File: src/logic/colmix_pkg.sv
// colour mixer shared types and constants
// palette word layout, layer pixel bundles and 5-5-5 rgb

package colmix_pkg;

    // palette ram is 2K words
    localparam int pal_aw = 11;

    // pixels of delay through the blanking stage
    localparam int blank_dly = 3;

    // sprite pixel from the object layer
    typedef struct packed {
        logic       rsv_hi;     // bit 12
        logic [1:0] prio;       // bits 11:10
        logic [5:0] rsv_mid;    // bits 9:4, not used by the mux
        logic [3:0] color;      // bits 3:0
    } obj_pxl_t;

    // road generator pixel plus the fix layer flag
    typedef struct packed {
        logic [7:0] rd_pxl;     // road palette pixel
        // road control, board bits 4:3
        logic [1:0] rc;
        logic       sa;
        logic       sb;
        logic       fix;        // fix layer is opaque here
    } road_in_t;

    // one palette ram entry
    // nibbles hold the top four bits of each colour
    typedef struct packed {
        logic       spare;      // bit 15, shadow flag on the board
        logic       b_lo;       // bit 14
        logic       g_lo;       // bit 13
        logic       r_lo;       // bit 12
        logic [3:0] b_hi;       // bits 11:8
        logic [3:0] g_hi;       // bits 7:4
        logic [3:0] r_hi;       // bits 3:0
    } pal_word_t;

    // 5 bits per colour, red on top
    typedef struct packed {
        logic [4:0] red;
        logic [4:0] green;
        logic [4:0] blue;
    } rgb_t;

endpackage

File: src/logic/layer_mux.sv
// road / tile layer select
// latches the sprite pixel, builds the road palette index and
// picks road or tile map as the palette address

`timescale 1ns/1ps

module layer_mux import colmix_pkg::*; (
    input  logic              clk,
    input  logic              rst,
    input  logic              pxl_cen,
    input  obj_pxl_t          obj,
    input  road_in_t          road,
    input  logic [pal_aw-1:0] tmap_addr,
    output logic [pal_aw-1:0] pal_addr
);

    obj_pxl_t          objl;
    logic [pal_aw-1:0] rd_idx;
    logic              muxsel;

    // sprite pixel is one pixel ahead of road and tiles
    always_ff @(posedge clk) begin
        if (rst) begin
            objl <= '0;
        end else if (pxl_cen) begin
            objl <= obj;
        end
    end

    // road palette index
    always_comb begin
        rd_idx[3:0] = road.rd_pxl[3:0];
        case (road.rc)
            2'd0,
            2'd1:    rd_idx[5:4] = 2'b11;
            2'd2:    rd_idx[5:4] = {1'b0, road.rd_pxl[4]};
            default: rd_idx[5:4] = road.rd_pxl[5:4];
        endcase
        // upper bank follows the top control bit
        rd_idx[10:6] = {5{road.rc[1]}};
    end

    // priority equation
    // transparent sprite lets road through, unless rc bit 3 is set
    // and one of the road layers is active
    // prio 2 colour 5 is a road window sprite
    always_comb begin
        muxsel = !road.fix && (
            (objl.color == 4'h0 && (!road.rc[0] || (!road.sa && !road.sb))) ||
            (objl.prio == 2'd2 && objl.color == 4'h5));
    end

    always_ff @(posedge clk) begin
        if (rst) begin
            pal_addr <= '0;
        end else if (pxl_cen) begin
            pal_addr <= muxsel ? rd_idx : tmap_addr;
        end
    end

    // layer inputs must be driven whenever a pixel is taken
    a_in_known: assert property (
        @(posedge clk) disable iff (rst)
        pxl_cen |-> !$isunknown({obj, road, tmap_addr})
    ) else $error("layer_mux: unknown layer input on pxl_cen");

endmodule

File: config.mk
export PLATFORM = sky130hd
export DESIGN_NAME = layer_mux
export DESIGN_NICKNAME = d
export VERILOG_FILES = /design/src/logic/colmix_pkg.sv /design/src/logic/layer_mux.sv
export SDC_FILE = /design/constraint.sdc
export NUM_CORES = 1
export LEC_CHECK = 0
export ABC_AREA = 1
export BUFFER_PORTS_ARGS = -buffer_cell sky130_fd_sc_hd__buf_4
export CAP_MARGIN = 20
export CORE_MARGIN = 10
export CORE_UTILIZATION = 40
export DETAILED_ROUTE_END_ITERATION = 8
export PLACE_DENSITY = 0.81
export SYNTH_ARGS = -nofsm -noshare
export SYNTH_HDL_FRONTEND = slang
export SYNTH_SLANG_ARGS = --single-unit
File: constraint.sdc
create_clock -name clk -period 2.9 [get_ports clk]
set_input_delay 0.435 -clock clk [delete_from_list [all_inputs] [get_ports clk]]
set_output_delay 0.435 -clock clk [all_outputs]
set_load 0.1 [all_outputs]
Word-level counts from Yosys, hierarchy flattened

Cells that the tools add are included.

Input bits: 40
Memory bits (read-only): 0
Memory bits (writable): 0
Latch bits: 0
Memories: 0
Logic and storage cells: 22
Bits in registers: 17
Output and inout port bits: 11

Reductions and logical operators: 13
Bitwise gates (word level): 0
Muxes and demuxes: 2
Equality and inequality tests: 4
Shift-type cells: 0
Add/sub/neg operators: 0
Divide/modulo/power cells: 0
Multipliers: 0
Magnitude comparators: 0

Operators by type and width:

| cell                                                                  | count |
|---|---|
| 11-bit 2-to-1 mux                                                     | 1 |
| 2-bit equality test, second input constant                            | 2 |
| 4-bit by 3-bit equality test with 1-bit output, second input constant | 1 |
| 1-bit logical AND                                                     | 4 |
| 1-bit zero test                                                       | 4 |
| 4-bit zero test                                                       | 1 |
| 2-bit one-hot mux with 2 select lines                                 | 1 |
| 2-bit by 1-bit equality test with 1-bit output, second input constant | 1 |
| 2-bit zero test                                                       | 1 |
| 1-bit logical OR                                                      | 2 |
| 2-bit OR reduction                                                    | 1 |

Depth between registers and ports, before layout

Depth in word-level cells: 7
Gate-level depth with buffers: 9
Mapped depth without buffers: 8

Worst setup path before layout

OpenSTA, ideal clock, no wires.

Kind: register to output
Start point: register pal_addr[0]
End point: output pal_addr[0]
Arrival time: 925 ps
Path slack: 1540 ps
Required time: 2465 ps
Path buffers: 0
Cell stages (with the launch flop): 1
Path through: dfxtp_1

RTL lines:

| what                   | line            | source |
|---|---|---|
| from (decl)            | layer_mux.sv:14 | `output logic [pal_aw-1:0] pal_addr` |
| from (signal assigned) | layer_mux.sv:57 | `pal_addr <= muxsel ? rd_idx : tmap_addr;` |

No word-level cell between the ends.

Final worst setup path

Start point: register pal_addr[6]
End point: output pal_addr[6]

No word-level cell between the ends.

==> results by group <==
Timing
  – Final setup viols: 0
  – RSZ-0062 raised after global routing: no
  – Final period utilization: 47.2%
  – Fmax: ~730 MHz
  – TNS Setup: 0 ps
  – Crit path time final: 1370 ps
  – Fin. Hold Viols: 0
  – Fin worst setup slack: approximately 1500 ps
  – Pins Over Slew Limit: 0
  – Tightest Pin Transition: 276 ps
  – Slew HR: 81.6%
  – Worst clock skew: 6.04 ps

GRT
  – Gr ovfl total: 0
  – Initial antenna violation count: 0
  – Number of global-route vias before repair: about 890
  – Total GRT Usage: 10.9%
  – Pin count of the biggest net entering global routing: 27
  – First-pass GRT wire length: 3.92 mm

Clocking
  – CTS Buffer Depth: 2
  – TritonCTS Buffers: 3
  – CTS tree: yes
  – CTS H-Tree Depth: 1
  – Worst-Skew Late Latency: 280 ps
  – Clock Pin Slew Worst Setup and Hold Paths: approximately 100 ps
  – Number of clock sinks: 17
  – Cts repair resizes: 0
  – # hold bufs at CTS: 0
  – Post-CTS Setup Bufs: 0
  – Clock root cell: clkbuf_4

Synth
  – Syn Area/Cell: roughly 6.4 um^2
  – Post-synthesis compound-gate area fraction: 7.14%
  – Post-Syn Area: 823 um^2
  – Yosys warnings: 0
  – Gate Count Post-Synth: 128
  – Async S/R FF share, synth: 0%
  – Register area share after synthesis: 41.3%
  – Unique masters post-synth: 15
  – Post-synthesis adder-cell area fraction: 0%
  – Syn Nets: approximately 170
  – Post-Synth Simple-Gate Area: between 30% and 40%
  – Predominant post-synthesis flop cell: dfxtp_1
  – Mux cell area share after synthesis: 0%
  – Flops & latches, synth: 17
  – Largest family of logic cells by synthesized area: simple AND/OR/NAND/NOR gates
  – Post-synth EDFFs: 0
  – Post-synthesis xor/xnor area fraction: 0%

Finish
  – Reg area: roughly 340 um^2
  – # fillers: 198
  – Nets: 208
  – Share of layout cells above drive strength 1: approximately 28%
  – Ant diodes: 0
  – Final Cell Area: 1160 um^2
  – Layout Area Growth over Synthesis: 40.6%
  – Final non-filler cell total: 194
  – Multi-input gate area: 385 um^2

Pwr
  – Total power: 0.000594 W
  – Pwr/cell area: 513 nW/um^2
  – Static leakage: 0.642 nW
  – Peak VDD IR: around 300 uV

Critical path
  – Crit path DAT: 930 ps
  – Crit Path Class: reg -> out
  – Critical Path Max Stage Delay: 350 ps
  – Delay-heaviest family, CP: flip-flops
  – Critical path required time: roughly 2500 ps
  – CP Launch Type: flip-flop
  – Worst flop-to-flop path startpoint: objl[1]
  – Crit. End Element: output pin
  – CP Cell Sequence: buf_4
  – Crit path max fanout: 2
  – Critical path origin: pal_addr[6]
  – CP max-delay cell: dfxtp_1
  – Worst Path Buf+Inv: 1

Floorplan
  – Die height: 65.4 um
  – Initial core utilization: 42.0%
  – Ports: 51
  – Row count: 16
  – Core footprint: 1960 um^2
  – Die Width: 65.4 um
  – Die footprint: 4270 um^2

Run
  – Maxcap violations: 0

Drt
  – Final ANT Viol Nets: 0
  – DRC marker count from the first detailed-route iteration: 74
  – Total wire length: 2.26 mm
  – Post-route DRC: 0
  – Vias per inst: 4.57
  – WL met3: about 220 um
  – Post-DR wirelength/cell: 11.7 um
  – Vias after detailed routing: 887
  – Max layer used: met4
  – WL met1: 978 um
  – Met2 Wirelength: 1.02 mm
  – DRT Pass-1 Iters: 4

Placement
  – Dpl cell area: 1130 um^2
  – IO buf count: 41
  – Placed cells: 190
  – DPL Wire Length: 1.74 mm
  – Dpl ws: 1340 ps
  – Placer congestion estimate: 0.740

Worst hold path
  – HP Start: obj[1]
  – Worst hold path type: in -> reg

Status
  – Status: finished clean
[cells in the mapped netlist (3+ instances only)]
master | count | area (um^2)
a211oi_1 | 3 | 22.5
a21oi_1 | 3 | 15.0
buf_2 | 3 | 15.0
dfxtp_1 | 17 | 340
inv_1 | 16 | 60.1
nand2_1 | 34 | 128
nand3_1 | 19 | 95.1
nor2_1 | 26 | 97.6
[worst paths after layout]
path	cells past startpoint	endpoint	slack, ps
max	1	pal_addr[6]	1530
min	3	objl[1]	400
max reg2reg	8	pal_addr[8]	1610
min reg2reg	2	objl[1]	470
[flip-flops by register name, summed over array words and instances (netlist names)]
register	flops
pal_addr	11
objl	6
[kinds of logic (layout without fill, tap and decap cells)]
group | after synthesis | count (layout)
DFF | 17 | 17
buffers and inverters | 23 | 62
AOI/OAI and AO/OA | 8 | 8
and+or+nand+nor | 80 | 80
[power by group]
part           internal [W]  switching (W)
logic             0.0000637       0.000143
clock network     0.0000533      0.0000738
registers          0.000251     0.00000876
total              0.000368       0.000226
[through the flow]
step           util, %  hold slack, ps
2_1_floorplan        -             439
3_3_place_gp      57.7             450
3_5_place_dp      57.7             455
4_1_cts           59.0             395
5_1_grt           59.0             399
6_report          59.0             404
[cells in the final DEF (no fill, tap or decap), drive strengths merged]
| cell type | instances |
|---|---|
| buf | 41 |
| nand2 | 35 |
| nor2 | 26 |
| nand3 | 19 |
| dfxtp | 17 |
| inv | 16 |
| a21oi | 4 |
| clkbuf | 4 |
| a211oi | 3 |
| o21ai | 1 |
| clkinv | 1 |
[routing by layer]
| layer | global-route usage, % | vias to the layer above |
|---|---|---|
| met1 | 12.3 | 381 |
| met3 | 4.07 | 4 |
| met5 | 0 | - |
| met4 | 5.88 | 0 |
| li1 | - | 475 |
| met2 | 17.4 | 27 |
[layout make-up]
cell class                      instances  area share [%]
Multi-Input combinational cell         88            33.3
Sequential cell                        17            29.4
Timing Repair Buffer                   41            26.6
Clock buffer                            4            2.27
Tap cell                               27            2.92
Inverter                               17            5.51
Note: power is estimated with default switching activity, not from simulation.
