## config.mk

```make
export PLATFORM = sky130hd
export DESIGN_NAME = blank_delay
export DESIGN_NICKNAME = d
export VERILOG_FILES = /design/src/logic/colmix_pkg.sv /design/src/logic/blank_delay.sv
export SDC_FILE = /design/constraint.sdc
export NUM_CORES = 1
export LEC_CHECK = 0
export BUFFER_PORTS_ARGS = -buffer_cell sky130_fd_sc_hd__buf_4
export CELL_PAD_IN_SITES_DETAIL_PLACEMENT = 1
export CELL_PAD_IN_SITES_GLOBAL_PLACEMENT = 1
export CORE_MARGIN = 3
export CORE_UTILIZATION = 31
export CTS_BUF_LIST = sky130_fd_sc_hd__clkbuf_2
export CTS_CLUSTER_DIAMETER = 200
export DETAILED_ROUTE_END_ITERATION = 6
export HOLD_SLACK_MARGIN = 0.08
export PLACE_DENSITY_LB_ADDON = 0.12
export SKIP_LAST_GASP = 1
export SLEW_MARGIN = 20
export SYNTH_ARGS = -nofsm -noshare
export SYNTH_HDL_FRONTEND = slang
export SYNTH_SLANG_ARGS = --single-unit
```

## constraint.sdc

```tcl
create_clock -name clk -period 2.3 [get_ports clk]
set_clock_uncertainty 0.15 [all_clocks]
set_input_delay 0.575 -clock clk [delete_from_list [all_inputs] [get_ports clk]]
set_output_delay 0.575 -clock clk [all_outputs]
set_load 0.03 [all_outputs]
```

## src/logic/colmix_pkg.sv

```systemverilog
// colour mixer shared types and constants
// palette word layout, layer pixel bundles and 5-5-5 rgb

package colmix_pkg;

    // palette ram is 2K words
    localparam int pal_aw = 11;

    // pixels of delay through the blanking stage
    localparam int blank_dly = 3;

    // sprite pixel from the object layer
    typedef struct packed {
        logic       rsv_hi;     // bit 12
        logic [1:0] prio;       // bits 11:10
        logic [5:0] rsv_mid;    // bits 9:4, not used by the mux
        logic [3:0] color;      // bits 3:0
    } obj_pxl_t;

    // road generator pixel plus the fix layer flag
    typedef struct packed {
        logic [7:0] rd_pxl;     // road palette pixel
        // road control, board bits 4:3
        logic [1:0] rc;
        logic       sa;
        logic       sb;
        logic       fix;        // fix layer is opaque here
    } road_in_t;

    // one palette ram entry
    // nibbles hold the top four bits of each colour
    typedef struct packed {
        logic       spare;      // bit 15, shadow flag on the board
        logic       b_lo;       // bit 14
        logic       g_lo;       // bit 13
        logic       r_lo;       // bit 12
        logic [3:0] b_hi;       // bits 11:8
        logic [3:0] g_hi;       // bits 7:4
        logic [3:0] r_hi;       // bits 3:0
    } pal_word_t;

    // 5 bits per colour, red on top
    typedef struct packed {
        logic [4:0] red;
        logic [4:0] green;
        logic [4:0] blue;
    } rgb_t;

endpackage

```

## src/logic/blank_delay.sv

```systemverilog
// blanking delay
// carries rgb and both blanking bits through blank_dly pixels
// and forces black while either blank is active

`timescale 1ns/1ps

module blank_delay import colmix_pkg::*; (
    input  logic clk,
    input  logic rst,
    input  logic pxl_cen,
    input  logic preLHBL,
    input  logic preLVBL,
    input  rgb_t rgb_in,
    output logic LHBL,
    output logic LVBL,
    output rgb_t rgb_out
);

    logic [blank_dly-1:0] hb_sr;
    logic [blank_dly-1:0] vb_sr;
    rgb_t                 rgb_sr [blank_dly];

    // blanking shift starts blanked after reset
    always_ff @(posedge clk) begin
        if (rst) begin
            hb_sr <= '0;
            vb_sr <= '0;
        end else if (pxl_cen) begin
            hb_sr <= {hb_sr[blank_dly-2:0], preLHBL};
            vb_sr <= {vb_sr[blank_dly-2:0], preLVBL};
        end
    end

    // colour shift of the same depth
    always_ff @(posedge clk) begin
        if (pxl_cen) begin
            rgb_sr[0] <= rgb_in;
            for (int i = 1; i < blank_dly; i++) begin
                rgb_sr[i] <= rgb_sr[i-1];
            end
        end
    end

    assign LHBL    = hb_sr[blank_dly-1];
    assign LVBL    = vb_sr[blank_dly-1];
    assign rgb_out = (LHBL && LVBL) ? rgb_sr[blank_dly-1] : '0;

    // blanking inputs must be clean on every pixel
    a_blank_known: assert property (
        @(posedge clk) disable iff (rst)
        pxl_cen |-> !$isunknown({preLHBL, preLVBL})
    ) else $error("blank_delay: unknown blanking input on pxl_cen");

endmodule

```

-- Word level (Yosys, flattened, before mapping)
Memories as Yosys holds them, arrays and structs flattened.
Index checks and enable logic that the tools add are counted.
- output and inout bits: 17
- RAM bits: 45
- memories: 1
- logic and storage cells: 7
- bits of input ports: 20
- flip-flop bits (word level): 6
- memory list (name ; words ; width ; read ports ; clocked after Yosys merged registers in ; write ports ; line ; source):
    rgb_sr ; 3 ; 15 ; 3 ; 0 ; 3 ; blank_delay.sv:21 ; rgb_t rgb_sr [blank_dly];
- multiplexer cells: 3
- reduce and logical (&&, ||, !) cells: 1
- operators by type and width (cell ; count):
    $mux 15 ; 1
    $mux 1 ; 2
    $logic_and 1x1->1 ; 1

-- Logic depth before layout (Yosys ltp)
- word-level depth: 2
- depth in mapped cells: 3
- mapped depth without buffers: 2

-- Worst setup path before layout
OpenSTA, ideal clock, no wires.
- path kind: register to output
- start: reg hb_sr[2]
- end: out rgb_out[10] in the netlist's numbering
- data arrival time: 1.052 ns
- path slack: 0.523 ns
- data required time: 1.575 ns
- path buffers: 1
- cell stages (with the launch flop): 3
- cells stage by stage: dfxtp_1 > buf_6 > and3_1
- RTL lines (what ; line ; source):
    from (decl) ; blank_delay.sv:19 ; logic [blank_dly-1:0] hb_sr;
    from (signal assigned) ; blank_delay.sv:29 ; hb_sr <= {hb_sr[blank_dly-2:0], preLHBL};
    to (decl) ; blank_delay.sv:16 ; output rgb_t rgb_out

==> flow_results.xml <==
<?xml version="1.0" encoding="UTF-8"?>
<metrics>
  <group name="cells_and_area">
    <metric name="ff_latch_area" unit="um2">1470</metric>
    <metric name="layout.cells.non_filler" unit="">192</metric>
    <metric name="syn2layout_area_growth" unit="%">23.6</metric>
    <metric name="finish.instance_area" unit="um2">2080</metric>
    <metric name="layout.filler_cells" unit="">513</metric>
    <metric name="final_layout_size_suffix_gt1_share" unit="%">41.8</metric>
    <metric name="multiInputGateArea" unit="um2">184</metric>
    <metric name="insertedDiodeCount" unit="">0</metric>
    <metric name="final_nets" unit="">141</metric>
  </group>
  <group name="pwr">
    <metric name="power.internal" unit="mW">1.29</metric>
    <metric name="p_leak" unit="nW">0.847</metric>
    <metric name="vdd.ir_drop.worst" unit="mV">0.383</metric>
    <metric name="power_switching_share" unit="%">20.0</metric>
    <metric name="comb_power_share" unit="%">3.2</metric>
    <metric name="switchingPower" unit="uW">321</metric>
    <metric name="power.clock.fraction" unit="%">28.8</metric>
    <metric name="share_seq_of_total_power" unit="%">68.0</metric>
    <metric name="power-per-cell-area" unit="nW/um2">771</metric>
  </group>
  <group name="routing">
    <metric name="drtPass1Iterations" unit="">3</metric>
    <metric name="avgRoutedWirePerCell" unit="um">13.2</metric>
    <metric name="drc_errors" unit="">0</metric>
    <metric name="drt-vias-per-instance" unit="">4.24</metric>
    <metric name="ant_nets" unit="">0</metric>
    <metric name="num_vias" unit="">814</metric>
    <metric name="wl" unit="um">2530</metric>
    <metric name="drt_first_iter_violations" unit="">35</metric>
  </group>
  <group name="clocking">
    <metric name="cts_buffers" unit="">5</metric>
    <metric name="tritoncts" unit="">done</metric>
    <metric name="clock_sinks" unit="">51</metric>
    <metric name="ctsLongestPathBuffers" unit="">2</metric>
    <metric name="cts-root-buf" unit="">clkbuf_2</metric>
    <metric name="clk_pin_slew" unit="ns">0.25</metric>
    <metric name="clkLatencyLatePin" unit="ns">0.43</metric>
    <metric name="h-tree-depth" unit="">2</metric>
  </group>
  <group name="timing">
    <metric name="grt_setup_unrepaired" unit="">no</metric>
    <metric name="fin_crit" unit="ns">2.05</metric>
    <metric name="final-max-slew-violation-count" unit="">0</metric>
    <metric name="clock.fmax" unit="MHz">488</metric>
    <metric name="layout_worst_path_cycle_share" unit="%">89.1</metric>
    <metric name="setup_tns" unit="ns">0</metric>
    <metric name="slew-limit-headroom" unit="%">57.2</metric>
    <metric name="worstMarginPinSlew" unit="ns">0.641</metric>
    <metric name="finalWorstSetupSlack" unit="ns">0.250</metric>
    <metric name="report.final.setup_viol" unit="">0</metric>
    <metric name="hold_viol" unit="">0</metric>
  </group>
  <group name="synth">
    <metric name="post-synth-top-count-cell" unit="">edfxtp_1</metric>
    <metric name="synth_top_area_share" unit="%">80.2</metric>
    <metric name="syn-cell-area" unit="um2">1690</metric>
    <metric name="yosysWarnings" unit="">0</metric>
    <metric name="yosys.area.top_type" unit="">edfxtp_1</metric>
    <metric name="yosys-top-cells-count" unit="">edfxtp_1, and3_1</metric>
    <metric name="netlist_instances" unit="">81</metric>
    <metric name="synth_edf_count" unit="">45</metric>
    <metric name="synth.avg_cell_area" unit="um2">20.8</metric>
    <metric name="yosys_register_bits" unit="">51</metric>
    <metric name="ys_async_sr_fraction" unit="%">0</metric>
    <metric name="netlist-cell-type-count" unit="">8</metric>
    <metric name="synth_ff_type" unit="">edfxtp_1</metric>
    <metric name="ys_seq_area_share" unit="%">87.3</metric>
    <metric name="syn_nets" unit="">101</metric>
    <metric name="post_synth_main_area_contributors" unit="">edfxtp_1, dfxtp_1, mux2i_1</metric>
  </group>
  <group name="grt">
    <metric name="wire_length_of_the_first_global_routing_pass" unit="um">4000</metric>
    <metric name="overflow" unit="">0</metric>
    <metric name="groute.usage.overall" unit="%">8.68</metric>
    <metric name="grt_pass1_vias" unit="">794</metric>
    <metric name="grt_max_degree" unit="">52</metric>
    <metric name="initial_antenna_violation_count" unit="">0</metric>
  </group>
  <group name="hold_path">
    <metric name="hold_path_class" unit="">in -&gt; reg</metric>
  </group>
  <group name="placed_design">
    <metric name="detailedPlace.worstSlack" unit="ns">0.536</metric>
    <metric name="numPlacedInstances" unit="">184</metric>
    <metric name="portBuffers" unit="">36</metric>
    <metric name="dpl_cell_area" unit="um2">2010</metric>
    <metric name="gp_congestion" unit="">0.640</metric>
  </group>
  <group name="floorplan">
    <metric name="placeableCoreArea" unit="um2">5170</metric>
    <metric name="floorplan.io_pins" unit="">37</metric>
    <metric name="floorplan.initialDensity" unit="%">32.6</metric>
    <metric name="fp.dieH" unit="um">79.7</metric>
    <metric name="row_count" unit="">26</metric>
    <metric name="floorplan.die_area" unit="um2">6360</metric>
    <metric name="fp.dieW" unit="um">79.7</metric>
  </group>
  <group name="setup_path">
    <metric name="timing.critical_path.fanout_max" unit="">17</metric>
    <metric name="timing.critical_path.required" unit="ns">1.57</metric>
    <metric name="worst_path_arrival" unit="ns">1.33</metric>
    <metric name="start_kind" unit="">register</metric>
    <metric name="worst-setup-path-type" unit="">reg -&gt; out</metric>
    <metric name="worst_setup_path_end_kind" unit="">output port</metric>
  </group>
  <group name="outcome">
    <metric name="run_status" unit="">completed</metric>
  </group>
  <group name="job">
    <metric name="maxCapViolations" unit="">0</metric>
  </group>
</metrics>
-- cells in the final DEF, fill, tap and decap left out --
master	Yosys	layout
bufinv_16	0	1
edfxtp_1	45	45
dfxtp_2	0	2
dfxtp_1	6	4
nor2_1	6	6
clkbuf_2	0	5
and3_1	9	9
buf_4	1	36
inv_6	0	1
mux2i_1	6	6
and3_2	6	6
clkinv_1	0	1
-- sequential cells by signal, summed over array words and instances (netlist names) --
name,flops
vb_sr,3
rgb_sr,45
hb_sr,3
-- power groups by stage --
stage	sequential (mW)	clock (mW)	combinational [mW]
after floorplan	1.11	0	0.0116
after global placement	1.11	0	0.0508
after detailed placement	1.12	0	0.0527
after CTS	1.09	0.489	0.0528
after global routing	1.10	0.520	0.0577
final	1.09	0.463	0.0510
-- path summary, 6_finish.rpt --
path,from,endpoint,slack [ns],cells after the start
setup / recovery,hb_sr[2]$_SDFFE_PP0P_,rgb_out[3],0.25,2
hold / removal,rgb_in[3],rgb_sr[0][3]$_DFFE_PP_,0.14,1
setup reg to reg,vb_sr[2]$_SDFFE_PP0P_,vb_sr[2]$_SDFFE_PP0P_,1.37,2
hold reg to reg,rgb_sr[0][11]$_DFFE_PP_,rgb_sr[0][26]$_DFFE_PP_,0.31,0
-- final cells by class --
type | instances | area share, %
sequential | 51 | 70.8
tap | 70 | 4.20
clock inverter | 3 | 2.04
timing repair buffer | 36 | 13.0
multi-input combinational | 27 | 8.83
clock buffer | 5 | 1.20
-- cells by family after synthesis --
family,share of synthesized area (%)
buffers and inverters,1.78
AND/OR/NAND/NOR,7.35
multiplexers,3.56
flip-flops,87.3
-- metal layers --
metal  vias up  global-route usage [%]  wire (um)
li1        388                       -          -
met1       395                    9.84       1060
met2        24                    13.6       1240
met3         7                    4.06        169
met4         0                    4.56         61
met5         -                       0          0
-- stage by stage --
step                util, %  power (mW)  hold WS (ns)
floorplan                 -        1.12         0.250
global placement       38.9        1.16         0.251
detailed placement     38.9        1.17         0.256
CTS                    40.2        1.64        0.0999
global route           40.3        1.68        0.0814
finish                 40.3        1.61         0.143
-- critical path: stages, from the launching register on --
cell and delay, ns:
dfxtp_2 0.53, and3_2 0.23, buf_4 0.15
-- timing repair --
item / CTS / global route
setup buffers: 0 / 0
resized for setup: 0 / 2
endpoints found under the setup margin: 0 / 15
hold buffers: 0 / 0
Note: power is estimated with default switching activity, not from simulation.
